===== src/hw/esfaPkg.sv =====
package esfaPkg;

  ////////////////////////////////////////////////////////////
  // Sizes
  ////////////////////////////////////////////////////////////

  localparam int VectorWidth = 32;

  localparam int RomDepth = 64;
  localparam int RomAddrWidth = 6;

  // Queue depth doubles as the starting credit count
  localparam int FifoDepth = 4;
  localparam int FifoAddrWidth = 2;
  localparam int CreditWidth = 3;

  localparam int HandleCount = 4;
  localparam int HandleWidth = 2;
  localparam int EntryCount = 8;
  localparam int IndexWidth = 3;
  localparam int DataWidth = 8;

  // Write and clear mutate, read and contains are queries
  typedef enum logic [2:0] {
    opWrite    = 3'd0,
    opClear    = 3'd1,
    opRead     = 3'd2,
    opContains = 3'd3,
    opEnd      = 3'd4
  } esfaOp;

  ////////////////////////////////////////////////////////////
  // Vector word layout, low bits first
  ////////////////////////////////////////////////////////////

  localparam int OpcodeWidth = 3;
  localparam int OpcodeLsb = 0;
  localparam int HandleLsb = 3;
  localparam int IndexLsb = 5;
  localparam int ValueLsb = 8;
  localparam int ExpBoolBit = 16;
  localparam int ExpValueLsb = 17;

endpackage

===== src/hw/esfaBench.sv =====
`timescale 1ns/10ps

module esfaBench
  import esfaPkg::*;
(
  input  logic                    clk,
  input  logic                    reset,
  input  logic                    doRun,
  input  logic                    loadEnable,
  input  logic [RomAddrWidth-1:0] loadAddress,
  input  logic [VectorWidth-1:0]  loadData,
  output logic                    isRunning,
  output logic                    wasSuccessful
);

  logic                    romRead;
  logic [RomAddrWidth-1:0] romAddr;
  logic [VectorWidth-1:0]  romData;
  logic                    pushValid;
  logic [VectorWidth-1:0]  pushData;
  logic                    popValid;
  logic [VectorWidth-1:0]  popData;
  logic                    pop;
  logic                    creditReturn;
  logic                    runStart;
  logic                    runHalt;

  vectorRom rom (
    .clk         (clk),
    .romRead     (romRead),
    .romAddr     (romAddr),
    .romData     (romData),
    .loadEnable  (loadEnable),
    .loadAddress (loadAddress),
    .loadData    (loadData)
  );

  vectorSequencer sequencer (
    .clk          (clk),
    .reset        (reset),
    .runStart     (runStart),
    .runHalt      (runHalt),
    .romRead      (romRead),
    .romAddr      (romAddr),
    .romData      (romData),
    .pushValid    (pushValid),
    .pushData     (pushData),
    .creditReturn (creditReturn)
  );

  // Halt of a run empties the queue
  vectorFifo fifo (
    .clk          (clk),
    .reset        (reset),
    .flush        (runHalt),
    .pushValid    (pushValid),
    .pushData     (pushData),
    .popValid     (popValid),
    .popData      (popData),
    .pop          (pop),
    .creditReturn (creditReturn)
  );

  resultChecker checkerUnit (
    .clk           (clk),
    .reset         (reset),
    .doRun         (doRun),
    .popValid      (popValid),
    .popData       (popData),
    .pop           (pop),
    .runStart      (runStart),
    .runHalt       (runHalt),
    .isRunning     (isRunning),
    .wasSuccessful (wasSuccessful)
  );

endmodule


===== src/hw/resultChecker.sv =====
`timescale 1ns/10ps

module resultChecker
  import esfaPkg::*;
(
  input  logic                   clk,
  input  logic                   reset,
  input  logic                   doRun,
  input  logic                   popValid,
  input  logic [VectorWidth-1:0] popData,
  output logic                   pop,
  output logic                   runStart,
  output logic                   runHalt,
  output logic                   isRunning,
  output logic                   wasSuccessful
);

  typedef enum logic [1:0] {stIdle, stFetch, stCompare} checkerState;

  checkerState            state;
  esfaOp                  headOp;
  logic                   storeEnable;
  logic                   resultBool;
  logic [DataWidth-1:0]   resultValue;
  logic                   queryPending;
  logic                   expBool;
  logic [DataWidth-1:0]   expValue;
  logic                   mismatch;

  assign headOp = esfaOp'(popData[OpcodeLsb +: OpcodeWidth]);

  // Fetch and compare alternate, so at most one pop every two cycles
  assign pop = (state == stFetch) && popValid;
  assign storeEnable = pop && (headOp != opEnd);

  assign mismatch = queryPending &&
                    ((resultBool != expBool) || (resultValue != expValue));

  esfaStore store (
    .clk         (clk),
    .reset       (reset),
    .storeClear  (runStart),
    .storeEnable (storeEnable),
    .storeOp     (headOp),
    .storeHandle (popData[HandleLsb +: HandleWidth]),
    .storeIndex  (popData[IndexLsb +: IndexWidth]),
    .storeValue  (popData[ValueLsb +: DataWidth]),
    .resultBool  (resultBool),
    .resultValue (resultValue)
  );

  ////////////////////////////////////////////////////////////
  // Run control
  ////////////////////////////////////////////////////////////

  always_ff @(posedge clk) begin
    if (!reset) begin
      state <= stIdle;
      isRunning <= 1'b0;
      wasSuccessful <= 1'b1;
      runStart <= 1'b0;
      runHalt <= 1'b0;
      queryPending <= 1'b0;
    end else begin
      runStart <= 1'b0;
      runHalt <= 1'b0;
      case (state)
        stIdle: begin
          if (doRun) begin
            state <= stFetch;
            isRunning <= 1'b1;
            wasSuccessful <= 1'b1;
            runStart <= 1'b1;
          end
        end
        stFetch: begin
          if (pop) begin
            queryPending <= (headOp == opRead) || (headOp == opContains);
            if (headOp == opEnd) begin
              state <= stIdle;
              isRunning <= 1'b0;
              runHalt <= 1'b1;
            end else begin
              state <= stCompare;
            end
          end
        end
        stCompare: begin
          queryPending <= 1'b0;
          if (mismatch) begin
            state <= stIdle;
            isRunning <= 1'b0;
            wasSuccessful <= 1'b0;
            runHalt <= 1'b1;
          end else begin
            state <= stFetch;
          end
        end
        default: state <= stIdle;
      endcase
    end
  end

  // Expected answer rides along with the popped query
  always_ff @(posedge clk) begin
    if (pop) begin
      expBool <= popData[ExpBoolBit];
      expValue <= popData[ExpValueLsb +: DataWidth];
    end
  end

  // Halt flushes the queue so nothing is left over for the next run
  haltEmptiesQueue: assert property (@(posedge clk) disable iff (!reset)
    runHalt |=> !popValid)
    else $error("vector queue still holds data after run halt");

endmodule


===== src/hw/esfaStore.sv =====
`timescale 1ns/10ps

module esfaStore
  import esfaPkg::*;
(
  input  logic                   clk,
  input  logic                   reset,
  input  logic                   storeClear,
  input  logic                   storeEnable,
  input  esfaOp                  storeOp,
  input  logic [HandleWidth-1:0] storeHandle,
  input  logic [IndexWidth-1:0]  storeIndex,
  input  logic [DataWidth-1:0]   storeValue,
  output logic                   resultBool,
  output logic [DataWidth-1:0]   resultValue
);

  logic [DataWidth-1:0]  entries [HandleCount][EntryCount];
  logic [DataWidth-1:0]  selectedEntry;
  logic                  containsHit;
  logic [IndexWidth-1:0] containsIndex;

  assign selectedEntry = entries[storeHandle][storeIndex];

  // Scan from the top down so the lowest matching index wins
  always_comb begin
    containsHit = 1'b0;
    containsIndex = '0;
    for (int i = EntryCount - 1; i >= 0; i--) begin
      if (entries[storeHandle][i] == storeValue) begin
        containsHit = 1'b1;
        containsIndex = IndexWidth'(i);
      end
    end
  end

  ////////////////////////////////////////////////////////////
  // Mutating operations
  ////////////////////////////////////////////////////////////

  always_ff @(posedge clk) begin
    if (storeClear) begin
      for (int h = 0; h < HandleCount; h++) begin
        for (int e = 0; e < EntryCount; e++) begin
          entries[h][e] <= '0;
        end
      end
    end else if (storeEnable) begin
      case (storeOp)
        opWrite: entries[storeHandle][storeIndex] <= storeValue;
        opClear: begin
          for (int e = 0; e < EntryCount; e++) begin
            entries[storeHandle][e] <= '0;
          end
        end
        default: ;
      endcase
    end
  end

  // Query answers, valid the cycle after the request
  always_ff @(posedge clk) begin
    if (!reset) begin
      resultBool <= 1'b0;
      resultValue <= '0;
    end else if (storeEnable) begin
      case (storeOp)
        opRead: begin
          resultBool <= (selectedEntry != '0);
          resultValue <= selectedEntry;
        end
        opContains: begin
          resultBool <= containsHit;
          resultValue <= DataWidth'(containsIndex);
        end
        default: ;
      endcase
    end
  end

endmodule


===== src/hw/vectorFifo.sv =====
`timescale 1ns/10ps

module vectorFifo
  import esfaPkg::*;
(
  input  logic                   clk,
  input  logic                   reset,
  input  logic                   flush,
  input  logic                   pushValid,
  input  logic [VectorWidth-1:0] pushData,
  output logic                   popValid,
  output logic [VectorWidth-1:0] popData,
  input  logic                   pop,
  output logic                   creditReturn
);

  logic [VectorWidth-1:0]   slots [FifoDepth];
  logic [FifoAddrWidth-1:0] wrPtr;
  logic [FifoAddrWidth-1:0] rdPtr;
  logic [CreditWidth-1:0]   count;
  logic                     doPush;
  logic                     doPop;

  assign popValid = (count != '0);
  assign popData = slots[rdPtr];

  assign doPush = pushValid && !flush;
  assign doPop = pop && popValid && !flush;

  // One credit back to the sequencer per word taken
  assign creditReturn = doPop;

  always_ff @(posedge clk) begin
    if (!reset || flush) begin
      wrPtr <= '0;
      rdPtr <= '0;
      count <= '0;
    end else begin
      if (doPush) begin
        wrPtr <= wrPtr + 1'b1;
      end
      if (doPop) begin
        rdPtr <= rdPtr + 1'b1;
      end
      count <= count + CreditWidth'(doPush) - CreditWidth'(doPop);
    end
  end

  always_ff @(posedge clk) begin
    if (doPush) begin
      slots[wrPtr] <= pushData;
    end
  end

  // Sequencer must never push without a slot reserved by a credit
  pushIntoFull: assert property (@(posedge clk) disable iff (!reset)
    doPush |-> count < CreditWidth'(FifoDepth))
    else $error("push into full vector queue, credit protocol broken");

endmodule


===== src/hw/vectorSequencer.sv =====
`timescale 1ns/10ps

module vectorSequencer
  import esfaPkg::*;
(
  input  logic                    clk,
  input  logic                    reset,
  input  logic                    runStart,
  input  logic                    runHalt,
  output logic                    romRead,
  output logic [RomAddrWidth-1:0] romAddr,
  input  logic [VectorWidth-1:0]  romData,
  output logic                    pushValid,
  output logic [VectorWidth-1:0]  pushData,
  input  logic                    creditReturn
);

  logic                    running;
  logic                    inFlight;
  logic                    endSeen;
  logic                    endArriving;
  logic [RomAddrWidth-1:0] pc;
  logic [CreditWidth-1:0]  credits;

  // Word coming back from the ROM is the end marker
  assign endArriving = inFlight &&
                       (esfaOp'(romData[OpcodeLsb +: OpcodeWidth]) == opEnd);

  // A read spends a credit and its word lands in the queue next cycle
  assign romRead = running && !runHalt && !endSeen && !endArriving &&
                   (credits != '0);
  assign romAddr = pc;

  assign pushValid = inFlight;
  assign pushData = romData;

  ////////////////////////////////////////////////////////////
  // Program counter, credits and read tracking
  ////////////////////////////////////////////////////////////

  always_ff @(posedge clk) begin
    if (!reset) begin
      running <= 1'b0;
      inFlight <= 1'b0;
      endSeen <= 1'b0;
      pc <= '0;
      credits <= CreditWidth'(FifoDepth);
    end else if (runHalt) begin
      // Queue gets flushed too, so every credit comes home
      running <= 1'b0;
      inFlight <= 1'b0;
      endSeen <= 1'b0;
      credits <= CreditWidth'(FifoDepth);
    end else begin
      if (runStart) begin
        running <= 1'b1;
        endSeen <= 1'b0;
        pc <= '0;
      end else if (romRead) begin
        pc <= pc + 1'b1;
      end
      if (endArriving) begin
        endSeen <= 1'b1;
      end
      inFlight <= romRead;
      credits <= credits - CreditWidth'(romRead) + CreditWidth'(creditReturn);
    end
  end

  creditBound: assert property (@(posedge clk) disable iff (!reset)
    credits <= CreditWidth'(FifoDepth))
    else $error("credit count above queue depth");

endmodule


===== src/hw/vectorRom.sv =====
`timescale 1ns/10ps

module vectorRom
  import esfaPkg::*;
(
  input  logic                    clk,
  input  logic                    romRead,
  input  logic [RomAddrWidth-1:0] romAddr,
  output logic [VectorWidth-1:0]  romData,
  input  logic                    loadEnable,
  input  logic [RomAddrWidth-1:0] loadAddress,
  input  logic [VectorWidth-1:0]  loadData
);

  logic [VectorWidth-1:0] words [RomDepth];

  // Program load from outside, only while idle
  always_ff @(posedge clk) begin
    if (loadEnable) begin
      words[loadAddress] <= loadData;
    end
  end

  // Registered read, word shows up the cycle after romRead
  always_ff @(posedge clk) begin
    if (romRead) begin
      romData <= words[romAddr];
    end
  end

  // Loading is only legal while no run is fetching
  loadDuringRead: assert property (@(posedge clk) !(loadEnable && romRead))
    else $error("program load collided with a sequencer read");

endmodule


===== config.mk =====
export PLATFORM = sky130hd
export DESIGN_NAME = esfaBench
export DESIGN_NICKNAME = d
export VERILOG_FILES = /design/src/hw/esfaPkg.sv /design/src/hw/esfaBench.sv /design/src/hw/resultChecker.sv /design/src/hw/esfaStore.sv /design/src/hw/vectorFifo.sv /design/src/hw/vectorSequencer.sv /design/src/hw/vectorRom.sv
export SDC_FILE = /design/constraint.sdc
export NUM_CORES = 2
export LEC_CHECK = 0
export ABC_AREA = 1
export BUFFER_PORTS_ARGS = -buffer_cell sky130_fd_sc_hd__buf_2
export CORE_AREA = 2 2 745 376
export CTS_CLUSTER_DIAMETER = 50
export DETAILED_ROUTE_END_ITERATION = 12
export DIE_AREA = 0 0 747 378
export GPL_TIMING_DRIVEN = 1
export PLACE_DENSITY = 0.43
export SLEW_MARGIN = 20
export SYNTH_ARGS = -nofsm -noshare
export SYNTH_HDL_FRONTEND = slang
export SYNTH_SLANG_ARGS = --single-unit

===== constraint.sdc =====
create_clock -name clk -period 8.4 [get_ports clk]
set_input_delay 0 -clock clk [delete_from_list [all_inputs] [get_ports clk]]
set_output_delay 0 -clock clk [all_outputs]
set_load 0.02 [all_outputs]

==> metrics <==
largest stage delay on the critical path=0.72 ns; IR Drop Worst-Case VDD=0.179 mV; routed vias=55100; filler instances=27400; Worst Path Class, Setup=reg -> reg; DPL Wire Length=163 mm; wire length of the first global-routing pass=398 mm; Worst Max-Slew Pin Slew=1.13 ns; global placement routability congestion=0.904; Sequential Power Share=46.1%; Root Buffer Master=clkbuf_16; share of cells above drive strength 1=9.28%; worst hold stages=4; Die Footprint=282000 um^2; net count after synthesis=6789; count of flip-flops with a built-in enable after synthesis=1990; number of cells produced by synthesis=6732; synthesized flop and latch total=2027; core footprint=277000 um^2; global-route total usage across every layer=19.5%; fraction of the yosys area taken by sequential cells=73.4%; Clk Latency, worst-skew pair=0.89 ns; commonest non-fill, non-tap cells in the layout=1990 x edfxtp_1, 1132 x nor2_1, 879 x o21ai_0; post-detailed-route count of antenna-violating nets=0; pin count of the biggest net entering global routing=178; Most Frequent Cell on Critical Path=nand2_1; critical-path maximum fanout=37; number of rows in the core area=137; wire length per cell=26.7 um; number of clock sinks=2027; final worst-path cycle share=59.7%; arrival time of the worst setup path=5.73 ns; post-synthesis cell type with the largest combined area=edfxtp_1; total power of the final layout=25100 uW; top_reg_cell synth=edfxtp_1; Ys Warns=0; asr flop ratio synth=0%; top achievable clock speed=0.200 GHz; final cell count without fillers=10600; hold path start=doRun; largest cells by area after synthesis=edfxtp_1 73%, nor2_1 5.5%, o21ai_0 5.4%, nand2_1 4.0%, o22ai_1 2.1%; drt initial violations=7392; outcome=finished, final reports clean; cell with the largest stage delay on the worst path=nand2_4; pre-CTS setup slack=3.59 ns; number of placed instances, taps included=10200; Post-CTS Setup Inserts=0; Via-to-Cell Ratio=5.20; minimum setup slack among reg-to-reg paths=3.39 ns; Setup-failing EPs final=0; setup skew after layout=0.0763 ns; Area Growth Syn to Fin=14.1%; cell depth of the worst flop-to-flop path=18; leakage power figure=0.0317 uW; CTS buffer count=200; most common cell after layout, fill and taps aside=edfxtp_1; number of global-route vias before repair=50900; final global-route overflow total=0; final layout net count=6814; vertical die dimension=378 um; cells along the critical path=buf_4, nand3_2, nand2_4, inv_2, nand2_4, inv_2, a21oi_1, nand3_1, nand2_1, o21ai_0, nor2_1, nand2_1, nor2_1, nand2_1, nor2_1, nand2_1, nand2_1, a21oi_1; Max Cap Violations=0; worst hold path endpoint=checkerUnit.runStart$_SDFF_PN0_; synthesized cell area=82400 um^2; number of search-and-repair iterations in the first detailed-routing pass=8; Final Routed Wirelength=282 mm; initial standard-cell utilization of the core=29.8%; ratio of total power to cell area=267 nW/um^2; Pint=17500 uW; final hold violation count=0; element type at the critical path end=register; clock group share of total power=35.9%; multi-input combinational cell area=19500 um^2; quantity of gates resized following cts=0; relative slew slack=24.8%; final total negative setup slack=0 ns; clock-pin slew on the worst setup and hold paths=0.06 ns; data required time of the critical path=9.12 ns; Hold WC Path Type=in -> reg; synth unique cells=49; initial antenna violation count=18; unrepaired setup endpoints after global routing=no; minimum clock period after layout=5.01 ns; Post-CTS Hold Buffers=31; buffer levels on the longest clock path=4; htree depth=4; IO Pins=44; count of pins over their slew limit=0; clock tree from TritonCTS=built; post-route worst setup slack=3.39 ns; Die X=747 um; share of power burned in combinational logic=17.9%; net switching power=7630 uW; area taken by flip-flops and latches=60500 um^2; Port-buffer cells=36; top-area cell type share of the netlist area=72.5%; core occupancy in the finished layout=34.0%; number of remaining DRC errors=0; terminus of the critical flop-to-flop path=checkerUnit.store.resultBool$_SDFFE_PN0P_; sw frac=30.4%; per-instance average area after synthesis=12.2 um^2; Critical Path Start Type=register
==> synthesized netlist by cell type, types with 56 or more instances <==
cell / instances
o21ai_0: 889
nand3_1: 165
edfxtp_1: 1990
nand2_1: 874
o22ai_1: 279
a21oi_1: 68
nor2_1: 1201
inv_1: 286
clkbuf_1: 337
o211ai_1: 56
o221ai_1: 147
nand4_1: 103
==> sequential cells by signal (all words and copies together) (netlist names), 2 cells and up, named ones only <==
register	count
checkerUnit.expValue	8
checkerUnit.state	2
checkerUnit.store.entries	256
checkerUnit.store.resultValue	8
fifo.count	3
fifo.rdPtr	2
fifo.slots	100
fifo.wrPtr	2
rom.romData	25
rom.words	1600
sequencer.credits	3
sequencer.romAddr	6
==> per-stage QoR <==
stage          hold WS [ns]  instance area (um^2)
2_1_floorplan        0.0762                 82400
3_3_place_gp          0.274                 87500
3_5_place_dp          0.276                 87500
4_1_cts             0.00560                 94100
5_1_grt              0.0435                 94100
6_report             0.0685                 94100
==> worst max-delay path, delay by kind of cell, from the launching register on <==
| kind | cells | cell delay [ns] |
|---|---|---|
| simple gates | 12 | 2.90 |
| buf+inv | 3 | 0.79 |
| compound gates | 3 | 0.77 |
| flops | 1 | 0.39 |
==> power by group through the flow <==
stage / registers (uW) / logic [uW] / clock network [uW]
2_1_floorplan: 11700 / 2650 / 0
3_3_place_gp: 11800 / 4380 / 0
3_5_place_dp: 11800 / 4410 / 0
4_1_cts: 11600 / 4430 / 9220
5_1_grt: 11600 / 4900 / 9610
6_report: 11600 / 4500 / 9030
==> worst max path at each step <==
stage / start / end / slack [ns] / cells after the start
floorplan: rom.romData[2]$_DFFE_PP_ / sequencer.credits[2]$_SDFF_PP1_ / 4.57 / 10
global placement: register / checkerUnit.store.resultBool$_SDFFE_PN0P_ / 3.62 / 18
detailed placement: register / checkerUnit.store.resultBool$_SDFFE_PN0P_ / 3.59 / 18
CTS: register / checkerUnit.store.resultBool$_SDFFE_PN0P_ / 3.60 / 18
global route: register / checkerUnit.store.resultBool$_SDFFE_PN0P_ / 3.06 / 18
finish: register / checkerUnit.store.resultBool$_SDFFE_PN0P_ / 3.39 / 18
==> kinds of logic after synthesis <==
family,count (synthesis),synth area share (%)
simple gates,2438,12.1
flops,2027,73.4
compound gates,1519,10.7
buf+inv,725,3.53
fa+ha+maj,15,0.246
xor+xnor,8,0.0850
==> cell type report <==
type / instances / share of cell area, %
sequential: 2027 / 64.3
multi-input combinational: 3980 / 20.8
clock buffer: 249 / 5.67
tap: 3683 / 4.90
timing repair buffer: 235 / 2.05
inverter: 313 / 1.28
clock inverter: 101 / 1.02
antenna: 6 / 0.0160
==> metal layers <==
layer	GRT usage (%)	part of all wire, %	vias to the layer above
li1	-	-	24500
met1	32.7	52	28100
met2	24.5	37	2255
met3	5.00	9.9	296
met4	3.41	1.6	2
met5	0	0.0046	-
Note: power is estimated with default switching activity, not from simulation.
